## src/hw/axi4_mon_pkg.sv

```systemverilog
// Shared widths and types of the AXI4 protocol monitor
// Every width below matches one AXI4 link with a 32-bit address and 64-bit data
package axi4_mon_pkg;

	// Address bus width
	localparam int ADDR_W = 32;

	// Data bus width of the W and R channels
	localparam int DATA_W = 64;

	// One strobe bit per byte lane
	localparam int STRB_W = DATA_W / 8;

	// Burst length field (AxLEN), beats minus one
	localparam int LEN_W = 8;

	// Beat size field (AxSIZE), log2 of bytes per beat
	localparam int SIZE_W = 3;

	// Burst type field (AxBURST): FIXED, INCR or WRAP
	localparam int BURST_W = 2;

	// Response code width on B and R
	localparam int RESP_W = 2;

	// Outstanding-write counters are 4 bits wide and saturate at 15
	localparam int OUTST_W = 4;
	localparam logic [OUTST_W-1:0] OUTST_MAX = '1;

	// The violation count is 8 bits wide and saturates at 255
	localparam int VIOL_CNT_W = 8;
	localparam logic [VIOL_CNT_W-1:0] VIOL_CNT_MAX = '1;

	// Write address channel payload, 45 bits
	typedef struct packed {
		logic [ADDR_W-1:0]  addr;
		logic [LEN_W-1:0]   len;
		logic [SIZE_W-1:0]  size;
		logic [BURST_W-1:0] burst;
	} aw_ch_t;

	// Read address channel payload, same layout as AW
	typedef struct packed {
		logic [ADDR_W-1:0]  addr;
		logic [LEN_W-1:0]   len;
		logic [SIZE_W-1:0]  size;
		logic [BURST_W-1:0] burst;
	} ar_ch_t;

	// Write data channel payload, 73 bits
	// The last bit also feeds the write-response ordering check
	typedef struct packed {
		logic [DATA_W-1:0] data;
		logic [STRB_W-1:0] strb;
		logic              last;
	} w_ch_t;

	// Write response channel payload
	typedef struct packed {
		logic [RESP_W-1:0] resp;
	} b_ch_t;

	// Read data channel payload, 67 bits
	typedef struct packed {
		logic [DATA_W-1:0] data;
		logic [RESP_W-1:0] resp;
		logic              last;
	} r_ch_t;

	// One flag per rule, all raised in the same cycle when the rules break together
	// The five stability flags come first, then the two B ordering flags
	typedef struct packed {
		logic aw_unstable;
		logic w_unstable;
		logic b_unstable;
		logic ar_unstable;
		logic r_unstable;
		// BVALID seen while no accepted AW waits for its response
		logic b_without_aw;
		// BVALID seen while no complete W burst waits for its response
		logic b_without_wlast;
	} viol_t;

endpackage

```

## src/hw/axi4_chan_stable.sv

```systemverilog
`timescale 1ns/1ps

// Stability checker for one valid/ready channel
// Once valid is high and ready is low, valid has to stay high and the
// payload has to hold its value until the handshake takes place
module axi4_chan_stable #(
	parameter int PAYLOAD_W = 8
) (
	input  logic                 aclk,
	input  logic                 arst_n,
	input  logic                 valid,
	input  logic                 ready,
	input  logic [PAYLOAD_W-1:0] payload,
	output logic                 unstable
);

	// High while the previous edge saw a stalled beat
	logic armed;

	// Copy of the payload taken at the stalled edge
	logic [PAYLOAD_W-1:0] held;

	// Valid without ready at this edge, so the beat must be held
	logic stall;

	// Rule broken at this edge against the beat stored before it
	logic broken;

	assign stall = valid && !ready;

	// A stalled beat may only end in a handshake with the same payload
	// Dropping valid or changing any payload bit both count as a break
	assign broken = armed && (!valid || (payload != held));

	// Armed follows the stall of each edge, so a handshake or a low valid
	// disarms the checker and a longer stall simply keeps it armed
	always_ff @(posedge aclk or negedge arst_n) begin
		if (!arst_n) begin
			armed    <= 1'b0;
			unstable <= 1'b0;
		end else begin
			armed    <= stall;
			unstable <= broken;
		end
	end

	// The copy is refreshed on every stalled edge
	// After a payload change the new value becomes the reference, which
	// keeps a single change down to a single flagged cycle
	always_ff @(posedge aclk) begin
		if (stall) begin
			held <= payload;
		end
	end

	// A flag needs a stalled beat on the port two edges back
	// One edge arms the checker and the next one compares
	a_flag_needs_arm: assert property (
		@(posedge aclk) disable iff (!arst_n)
		unstable |-> $past(valid && !ready, 2)
	) else $error("unstable raised without a pending stalled beat");

endmodule

```

## src/hw/axi4_wresp_order.sv

```systemverilog
`timescale 1ns/1ps

// Write-response ordering checker
// A write response is only legal once both its address and the last beat of
// its data burst have been accepted, so BVALID needs one open AW and one
// open W burst behind it
module axi4_wresp_order (
	input  logic aclk,
	input  logic arst_n,
	input  logic awvalid,
	input  logic awready,
	input  logic wvalid,
	input  logic wready,
	input  logic wlast,
	input  logic bvalid,
	input  logic bready,
	output logic b_without_aw,
	output logic b_without_wlast
);

	// Handshakes seen at this edge
	logic aw_hs;
	logic wlast_hs;
	logic b_hs;

	// Accepted AW and complete W bursts that still wait for a response
	logic [axi4_mon_pkg::OUTST_W-1:0] aw_open;
	logic [axi4_mon_pkg::OUTST_W-1:0] w_open;

	assign aw_hs    = awvalid && awready;
	assign wlast_hs = wvalid && wready && wlast;
	assign b_hs     = bvalid && bready;

	// Next value of one outstanding counter
	// An opening and a closing handshake in the same cycle cancel out
	// The count sticks at its maximum and never drops below zero
	function automatic logic [axi4_mon_pkg::OUTST_W-1:0] step(
		input logic [axi4_mon_pkg::OUTST_W-1:0] cnt,
		input logic                             up,
		input logic                             down
	);
		logic [axi4_mon_pkg::OUTST_W-1:0] nxt;
		nxt = cnt;
		if (up && !down && (cnt != axi4_mon_pkg::OUTST_MAX)) begin
			nxt = cnt + 1'b1;
		end else if (down && !up && (cnt != '0)) begin
			nxt = cnt - 1'b1;
		end
		return nxt;
	endfunction

	always_ff @(posedge aclk or negedge arst_n) begin
		if (!arst_n) begin
			aw_open         <= '0;
			w_open          <= '0;
			b_without_aw    <= 1'b0;
			b_without_wlast <= 1'b0;
		end else begin
			aw_open <= step(aw_open, aw_hs, b_hs);
			w_open  <= step(w_open, wlast_hs, b_hs);
			// Every BVALID cycle is judged on the counts before this edge,
			// so a stalled orphan response is flagged once per cycle
			b_without_aw    <= bvalid && (aw_open == '0);
			b_without_wlast <= bvalid && (w_open == '0);
		end
	end

	// A full counter can only stay full or step down by one, never roll over to zero
	a_aw_no_wrap: assert property (
		@(posedge aclk) disable iff (!arst_n)
		(aw_open == axi4_mon_pkg::OUTST_MAX) |=> (aw_open != '0)
	) else $error("outstanding AW counter wrapped past its maximum");

	a_w_no_wrap: assert property (
		@(posedge aclk) disable iff (!arst_n)
		(w_open == axi4_mon_pkg::OUTST_MAX) |=> (w_open != '0)
	) else $error("outstanding W burst counter wrapped past its maximum");

endmodule

```

## src/hw/axi4_viol_log.sv

```systemverilog
`timescale 1ns/1ps

// Violation log
// Turns the per-cycle violation record into a pulse, a sticky status word,
// the first record seen and a saturating count of violating cycles
module axi4_viol_log (
	input  logic                                aclk,
	input  logic                                arst_n,
	input  logic                                clr,
	input  axi4_mon_pkg::viol_t                 viol,
	output logic                                viol_pulse,
	output axi4_mon_pkg::viol_t                 viol_status,
	output axi4_mon_pkg::viol_t                 first_viol,
	output logic [axi4_mon_pkg::VIOL_CNT_W-1:0] viol_count
);

	// Any rule broken in this cycle
	logic any_viol;

	// Nothing has been captured yet since reset or the last clr
	logic first_free;

	assign any_viol   = |viol;
	assign first_free = (first_viol == '0);

	always_ff @(posedge aclk or negedge arst_n) begin
		if (!arst_n) begin
			viol_pulse  <= 1'b0;
			viol_status <= '0;
			first_viol  <= '0;
			viol_count  <= '0;
		end else begin
			// The pulse just follows the record one cycle later
			viol_pulse <= any_viol;
			// clr wins over a violation arriving at the same edge
			if (clr) begin
				viol_status <= '0;
				first_viol  <= '0;
				viol_count  <= '0;
			end else begin
				viol_status <= viol_status | viol;
				// A captured record is never empty, so an all-zero word
				// marks the slot as free
				if (any_viol && first_free) begin
					first_viol <= viol;
				end
				if (any_viol && (viol_count != axi4_mon_pkg::VIOL_CNT_MAX)) begin
					viol_count <= viol_count + 1'b1;
				end
			end
		end
	end

	// Only clr brings the count down
	a_count_monotonic: assert property (
		@(posedge aclk) disable iff (!arst_n)
		!clr |=> (viol_count >= $past(viol_count))
	) else $error("viol_count decreased without clr");

	// Every flag that pulsed is kept in the sticky status
	a_status_holds_pulse: assert property (
		@(posedge aclk) disable iff (!arst_n)
		(any_viol && !clr) |=> ((viol_status & $past(viol)) == $past(viol))
	) else $error("viol_status lost a flag that was just reported");

endmodule

```

## src/hw/axi4_mon_top.sv

```systemverilog
`timescale 1ns/1ps

// Passive AXI4 protocol monitor
// Watches all five channels of one link and reports broken rules as status
// It drives nothing back onto the link
module axi4_mon_top (
	input  logic                                aclk,
	input  logic                                arst_n,
	input  logic                                clr,
	// Write address channel
	input  axi4_mon_pkg::aw_ch_t                aw,
	input  logic                                awvalid,
	input  logic                                awready,
	// Write data channel
	input  axi4_mon_pkg::w_ch_t                 w,
	input  logic                                wvalid,
	input  logic                                wready,
	// Write response channel
	input  axi4_mon_pkg::b_ch_t                 b,
	input  logic                                bvalid,
	input  logic                                bready,
	// Read address channel
	input  axi4_mon_pkg::ar_ch_t                ar,
	input  logic                                arvalid,
	input  logic                                arready,
	// Read data channel
	input  axi4_mon_pkg::r_ch_t                 r,
	input  logic                                rvalid,
	input  logic                                rready,
	// Results, two cycles after the offending edge
	output logic                                viol_pulse,
	output axi4_mon_pkg::viol_t                 viol_status,
	output axi4_mon_pkg::viol_t                 first_viol,
	output logic [axi4_mon_pkg::VIOL_CNT_W-1:0] viol_count
);

	// All seven rule flags of one cycle
	axi4_mon_pkg::viol_t viol;

	// One stability checker per channel, each as wide as its payload
	axi4_chan_stable #(
		.PAYLOAD_W($bits(axi4_mon_pkg::aw_ch_t))
	) u_aw_stable (
		.aclk     (aclk),
		.arst_n   (arst_n),
		.valid    (awvalid),
		.ready    (awready),
		.payload  (aw),
		.unstable (viol.aw_unstable)
	);

	axi4_chan_stable #(
		.PAYLOAD_W($bits(axi4_mon_pkg::w_ch_t))
	) u_w_stable (
		.aclk     (aclk),
		.arst_n   (arst_n),
		.valid    (wvalid),
		.ready    (wready),
		.payload  (w),
		.unstable (viol.w_unstable)
	);

	axi4_chan_stable #(
		.PAYLOAD_W($bits(axi4_mon_pkg::b_ch_t))
	) u_b_stable (
		.aclk     (aclk),
		.arst_n   (arst_n),
		.valid    (bvalid),
		.ready    (bready),
		.payload  (b),
		.unstable (viol.b_unstable)
	);

	axi4_chan_stable #(
		.PAYLOAD_W($bits(axi4_mon_pkg::ar_ch_t))
	) u_ar_stable (
		.aclk     (aclk),
		.arst_n   (arst_n),
		.valid    (arvalid),
		.ready    (arready),
		.payload  (ar),
		.unstable (viol.ar_unstable)
	);

	axi4_chan_stable #(
		.PAYLOAD_W($bits(axi4_mon_pkg::r_ch_t))
	) u_r_stable (
		.aclk     (aclk),
		.arst_n   (arst_n),
		.valid    (rvalid),
		.ready    (rready),
		.payload  (r),
		.unstable (viol.r_unstable)
	);

	// B may only follow an accepted AW and a complete W burst
	axi4_wresp_order u_wresp_order (
		.aclk            (aclk),
		.arst_n          (arst_n),
		.awvalid         (awvalid),
		.awready         (awready),
		.wvalid          (wvalid),
		.wready          (wready),
		.wlast           (w.last),
		.bvalid          (bvalid),
		.bready          (bready),
		.b_without_aw    (viol.b_without_aw),
		.b_without_wlast (viol.b_without_wlast)
	);

	axi4_viol_log u_viol_log (
		.aclk        (aclk),
		.arst_n      (arst_n),
		.clr         (clr),
		.viol        (viol),
		.viol_pulse  (viol_pulse),
		.viol_status (viol_status),
		.first_viol  (first_viol),
		.viol_count  (viol_count)
	);

endmodule

```

## config.mk

```make
export PLATFORM = sky130hd
export DESIGN_NAME = axi4_mon_top
export DESIGN_NICKNAME = d
export VERILOG_FILES = /design/src/hw/axi4_mon_pkg.sv /design/src/hw/axi4_chan_stable.sv /design/src/hw/axi4_wresp_order.sv /design/src/hw/axi4_viol_log.sv /design/src/hw/axi4_mon_top.sv
export SDC_FILE = /design/constraint.sdc
export NUM_CORES = 1
export LEC_CHECK = 0
export ABC_AREA = 1
export BUFFER_PORTS_ARGS = -buffer_cell sky130_fd_sc_hd__buf_2
export CAP_MARGIN = 20
export CORE_ASPECT_RATIO = 1.5
export CORE_UTILIZATION = 55
export DETAILED_ROUTE_END_ITERATION = 12
export PLACE_DENSITY = 0.8
export SLEW_MARGIN = 20
export SYNTH_ARGS = -nofsm -noshare
export SYNTH_HDL_FRONTEND = slang
export SYNTH_SLANG_ARGS = --single-unit
export TNS_END_PERCENT = 5
```

## constraint.sdc

```tcl
create_clock -name aclk -period 3.7 [get_ports aclk]
set_clock_uncertainty 0.2 [all_clocks]
set_input_delay 0.74 -clock aclk [delete_from_list [all_inputs] [get_ports aclk]]
set_output_delay 0.74 -clock aclk [all_outputs]
set_load 0.02 [all_outputs]
```

==> impl_metrics.yaml <==
run_status:
  status: "complete, no violations"
layout:
  stdcell_count: 1942
  final_common_cell: "nand2_1"
  final_nets: 1885
  drive_above_1_share_pct: 21.29
  area_growth_syn_to_layout_pct: 19.96
  fill_cells: 1799
  final_cell_mix: "nand2_1 (368), buf_2 (266), inv_1 (245), edfxtp_1 (232), nor2_1 (180)"
clock_network:
  cts_buffer_depth: 3
  clk_latency_ns: 0.52
  h-tree-depth: 1
  clockRootBuffer: "clkbuf_16"
  cts.sinks: 275
  ctsHoldBuffers: 0
  cts_setup_buffers: 0
  cts_inserted_buffers: 27
  cts-resized-gates: 0
  clk_pin_slew_worst_paths_ns: 0.07
  cts_tree: "built"
synth:
  yosys_warnings: 0
  post_synth_num_cell_types: 33
  synthXorXnorAreaFrac_pct: 4.969
  synthFlopType: "edfxtp_1"
  muxShareOfSynthArea_pct: 0.08752
  synth_compound_area_share_pct: 3.141
  avgSynthCellArea_um2: 9.623
  async_flop_share_pct: 15.64
  seq_area_frac_synth_pct: 62.51
  syn_nets: 1589
  postSynthCellCount: 1337
  synth_edf_count: 232
  synth_fa_ha_area_share_pct: 0.7974
  ys_ff_latch: 275
  synth_area_um2: 12870
  synth_top_family_by_area: "simple AND/OR/NAND/NOR gates"
  synthSimpleGateAreaFrac_pct: 21.05
worst_setup_path:
  crit_family: "simple AND/OR/NAND/NOR gates"
  r2r_end: "u_wresp_order.aw_open[3]"
  crit_path_start_kind: "input port"
  regToRegStartpoint: "u_wresp_order.aw_open[0]"
  required_ns: 3.89
  crit_path_max_incr_delay_ns: 0.35
  regToRegSetupSlack_ns: 1.62
  crit_path_end_kind: "register"
  arrival_ns: 2.32
  cp_max_fo: 4
  slowest_stage: "ha_1"
  reg2reg_depth: 8
  cp_num_buf_inv: 1
  crit_chain: "buf_2 -> nand3_1 -> nor2_1 -> nand2_1 -> ha_1 -> a21oi_1 -> nand2_1 -> nand3_1 -> o21ai_0 -> xor2_1"
  crit_type: "input port to register"
floorplan:
  rows: 68
  die_x_um: 126.9
  start_util_pct: 56.01
  die_h_um: 189.3
  coreArea_um2: 22970
  io_pins: 268
  die_area_um2: 24020
global_routing:
  grt_pass1_wl_um: 42680
  grt.total_usage_pct: 22.25
  grt_pass1_vias: 9550
  overflow: 0
  antenna_found_initial: 9
  grt_max_degree: 69
detailed_routing:
  postRouteAntennaNets: 0
  routed_via_density: 4.868
  wl_um: 26680
  drcViolationCount: 0
  wl_met3_um: 1765
  first_pass_iters: 5
  drtIter0Drc: 400
  dr_wl_met2_um: 14050
  num_vias: 9453
  highest_layer: "met4"
  wl_met1_um: 9922
  wire_per_inst_um: 13.74
placement:
  dp_hpwl_um: 20120
  pre_cts_slack_ns: 1.057
  placed_cells: 1884
  port_buffers: 267
  gp_congestion: 0.8493
timing:
  worst_pin_slew_ns: 0.8671
  rsz0062_at_grt: "no"
  slew_headroom_pct: 42.19
  fmax_ghz: 0.4711
  period_needed_ns: 2.123
  setup_ws_ns: 1.577
  drv_slew: 0
  hold_viol: 0
  finalCritPeriodShare_pct: 57.38
  setup_viol: 0
  final.setup.tns_ns: 0
power:
  leakage_nw: 7.328
  p_per_area_nw_per_um2: 474.2
  peakVddDrop_mv: 0.4197
run:
  cap_viol_max_count: 0
worst_hold_path:
  hp-class: "input port to async pin"
==> worst max-delay path by stage <==
stage                        startpoint                       end  slack [ns]  cells past startpoint
2_1_floorplan                    rvalid        u_r_stable.held[0]       -0.63                      2
3_3_place_gp                     wready   u_wresp_order.w_open[3]        1.14                     10
3_5_place_dp                       w[0]   u_wresp_order.w_open[3]        1.06                     10
4_1_cts        u_viol_log.viol_count[2]             viol_count[2]        1.57                      1
5_1_grt        u_wresp_order.aw_open[0]  u_wresp_order.aw_open[3]        1.42                      8
6_report                           w[0]   u_wresp_order.w_open[3]        1.58                     10
==> kinds of logic after synthesis <==
kind of cell,after synthesis
compound gates,72
xor+xnor,73
fa+ha+maj,7
buf+inv,250
flops,275
mux,1
simple gates,659
==> report_power, final <==
group	internal, W	leakage (nW)	switching [W]
Combinational	0.000402	4.20	0.000563
Clock	0.00145	0.395	0.00110
Sequential	0.00364	2.74	0.000161
==> layout make-up <==
type                       count  area [um2]  area share [%]
inverter                     246       923.4           5.983
timing repair buffer         271        1381           8.950
sequential                   275        8043           52.11
multi-input combinational    812        3896           25.25
tap                          280       350.3           2.270
antenna                        9       22.52          0.1459
clock buffer                  36       729.5           4.726
clock inverter                13       87.58          0.5675
==> layer usage <==
metal	vias up	track usage (%)
met1	4302	23.93
met4	0	9.432
met2	270	41.89
li1	4827	-
met5	-	0
met3	54	4.408
==> cells in the mapped netlist (15+ instances only) <==
| master | instances | share of area, % |
|---|---|---|
| nand3_1 | 37 | 1.4 |
| or2_2 | 23 | 1.1 |
| nand4_1 | 16 | 0.78 |
| nor2_1 | 184 | 5.4 |
| dfrtp_1 | 43 | 8.4 |
| o21ai_0 | 46 | 1.8 |
| nand2_1 | 368 | 11 |
| xor2_1 | 30 | 2.0 |
| edfxtp_1 | 232 | 54 |
| inv_1 | 245 | 7.1 |
| nor3_1 | 15 | 0.58 |
| xnor2_1 | 43 | 2.9 |
==> registers in the layout (all words and copies together), names as in the netlist, 2 cells and up <==
register / count
u_w_stable.held: 73
u_r_stable.held: 67
u_ar_stable.held: 45
u_aw_stable.held: 45
u_viol_log.viol_count: 8
u_viol_log.first_viol: 7
u_viol_log.viol_status: 7
u_wresp_order.aw_open: 4
u_wresp_order.w_open: 4
u_b_stable.held: 2
==> stage by stage <==
step | util [%] | hold slack (ns) | total power (W) | cell area [um2]
final | 67.18 | 0.009310 | 0.007318 | 15430
after global routing | 67.18 | 0.04619 | 0.007653 | 15430
after CTS | 67.08 | 0.1731 | 0.007399 | 15410
after detailed placement | 63.52 | 0.2329 | 0.004835 | 14590
after global placement | 63.52 | 0.2214 | 0.004770 | 14590
after floorplan | - | 0.2126 | 0.004458 | 12870
Note: power is estimated with default switching activity, not from simulation.
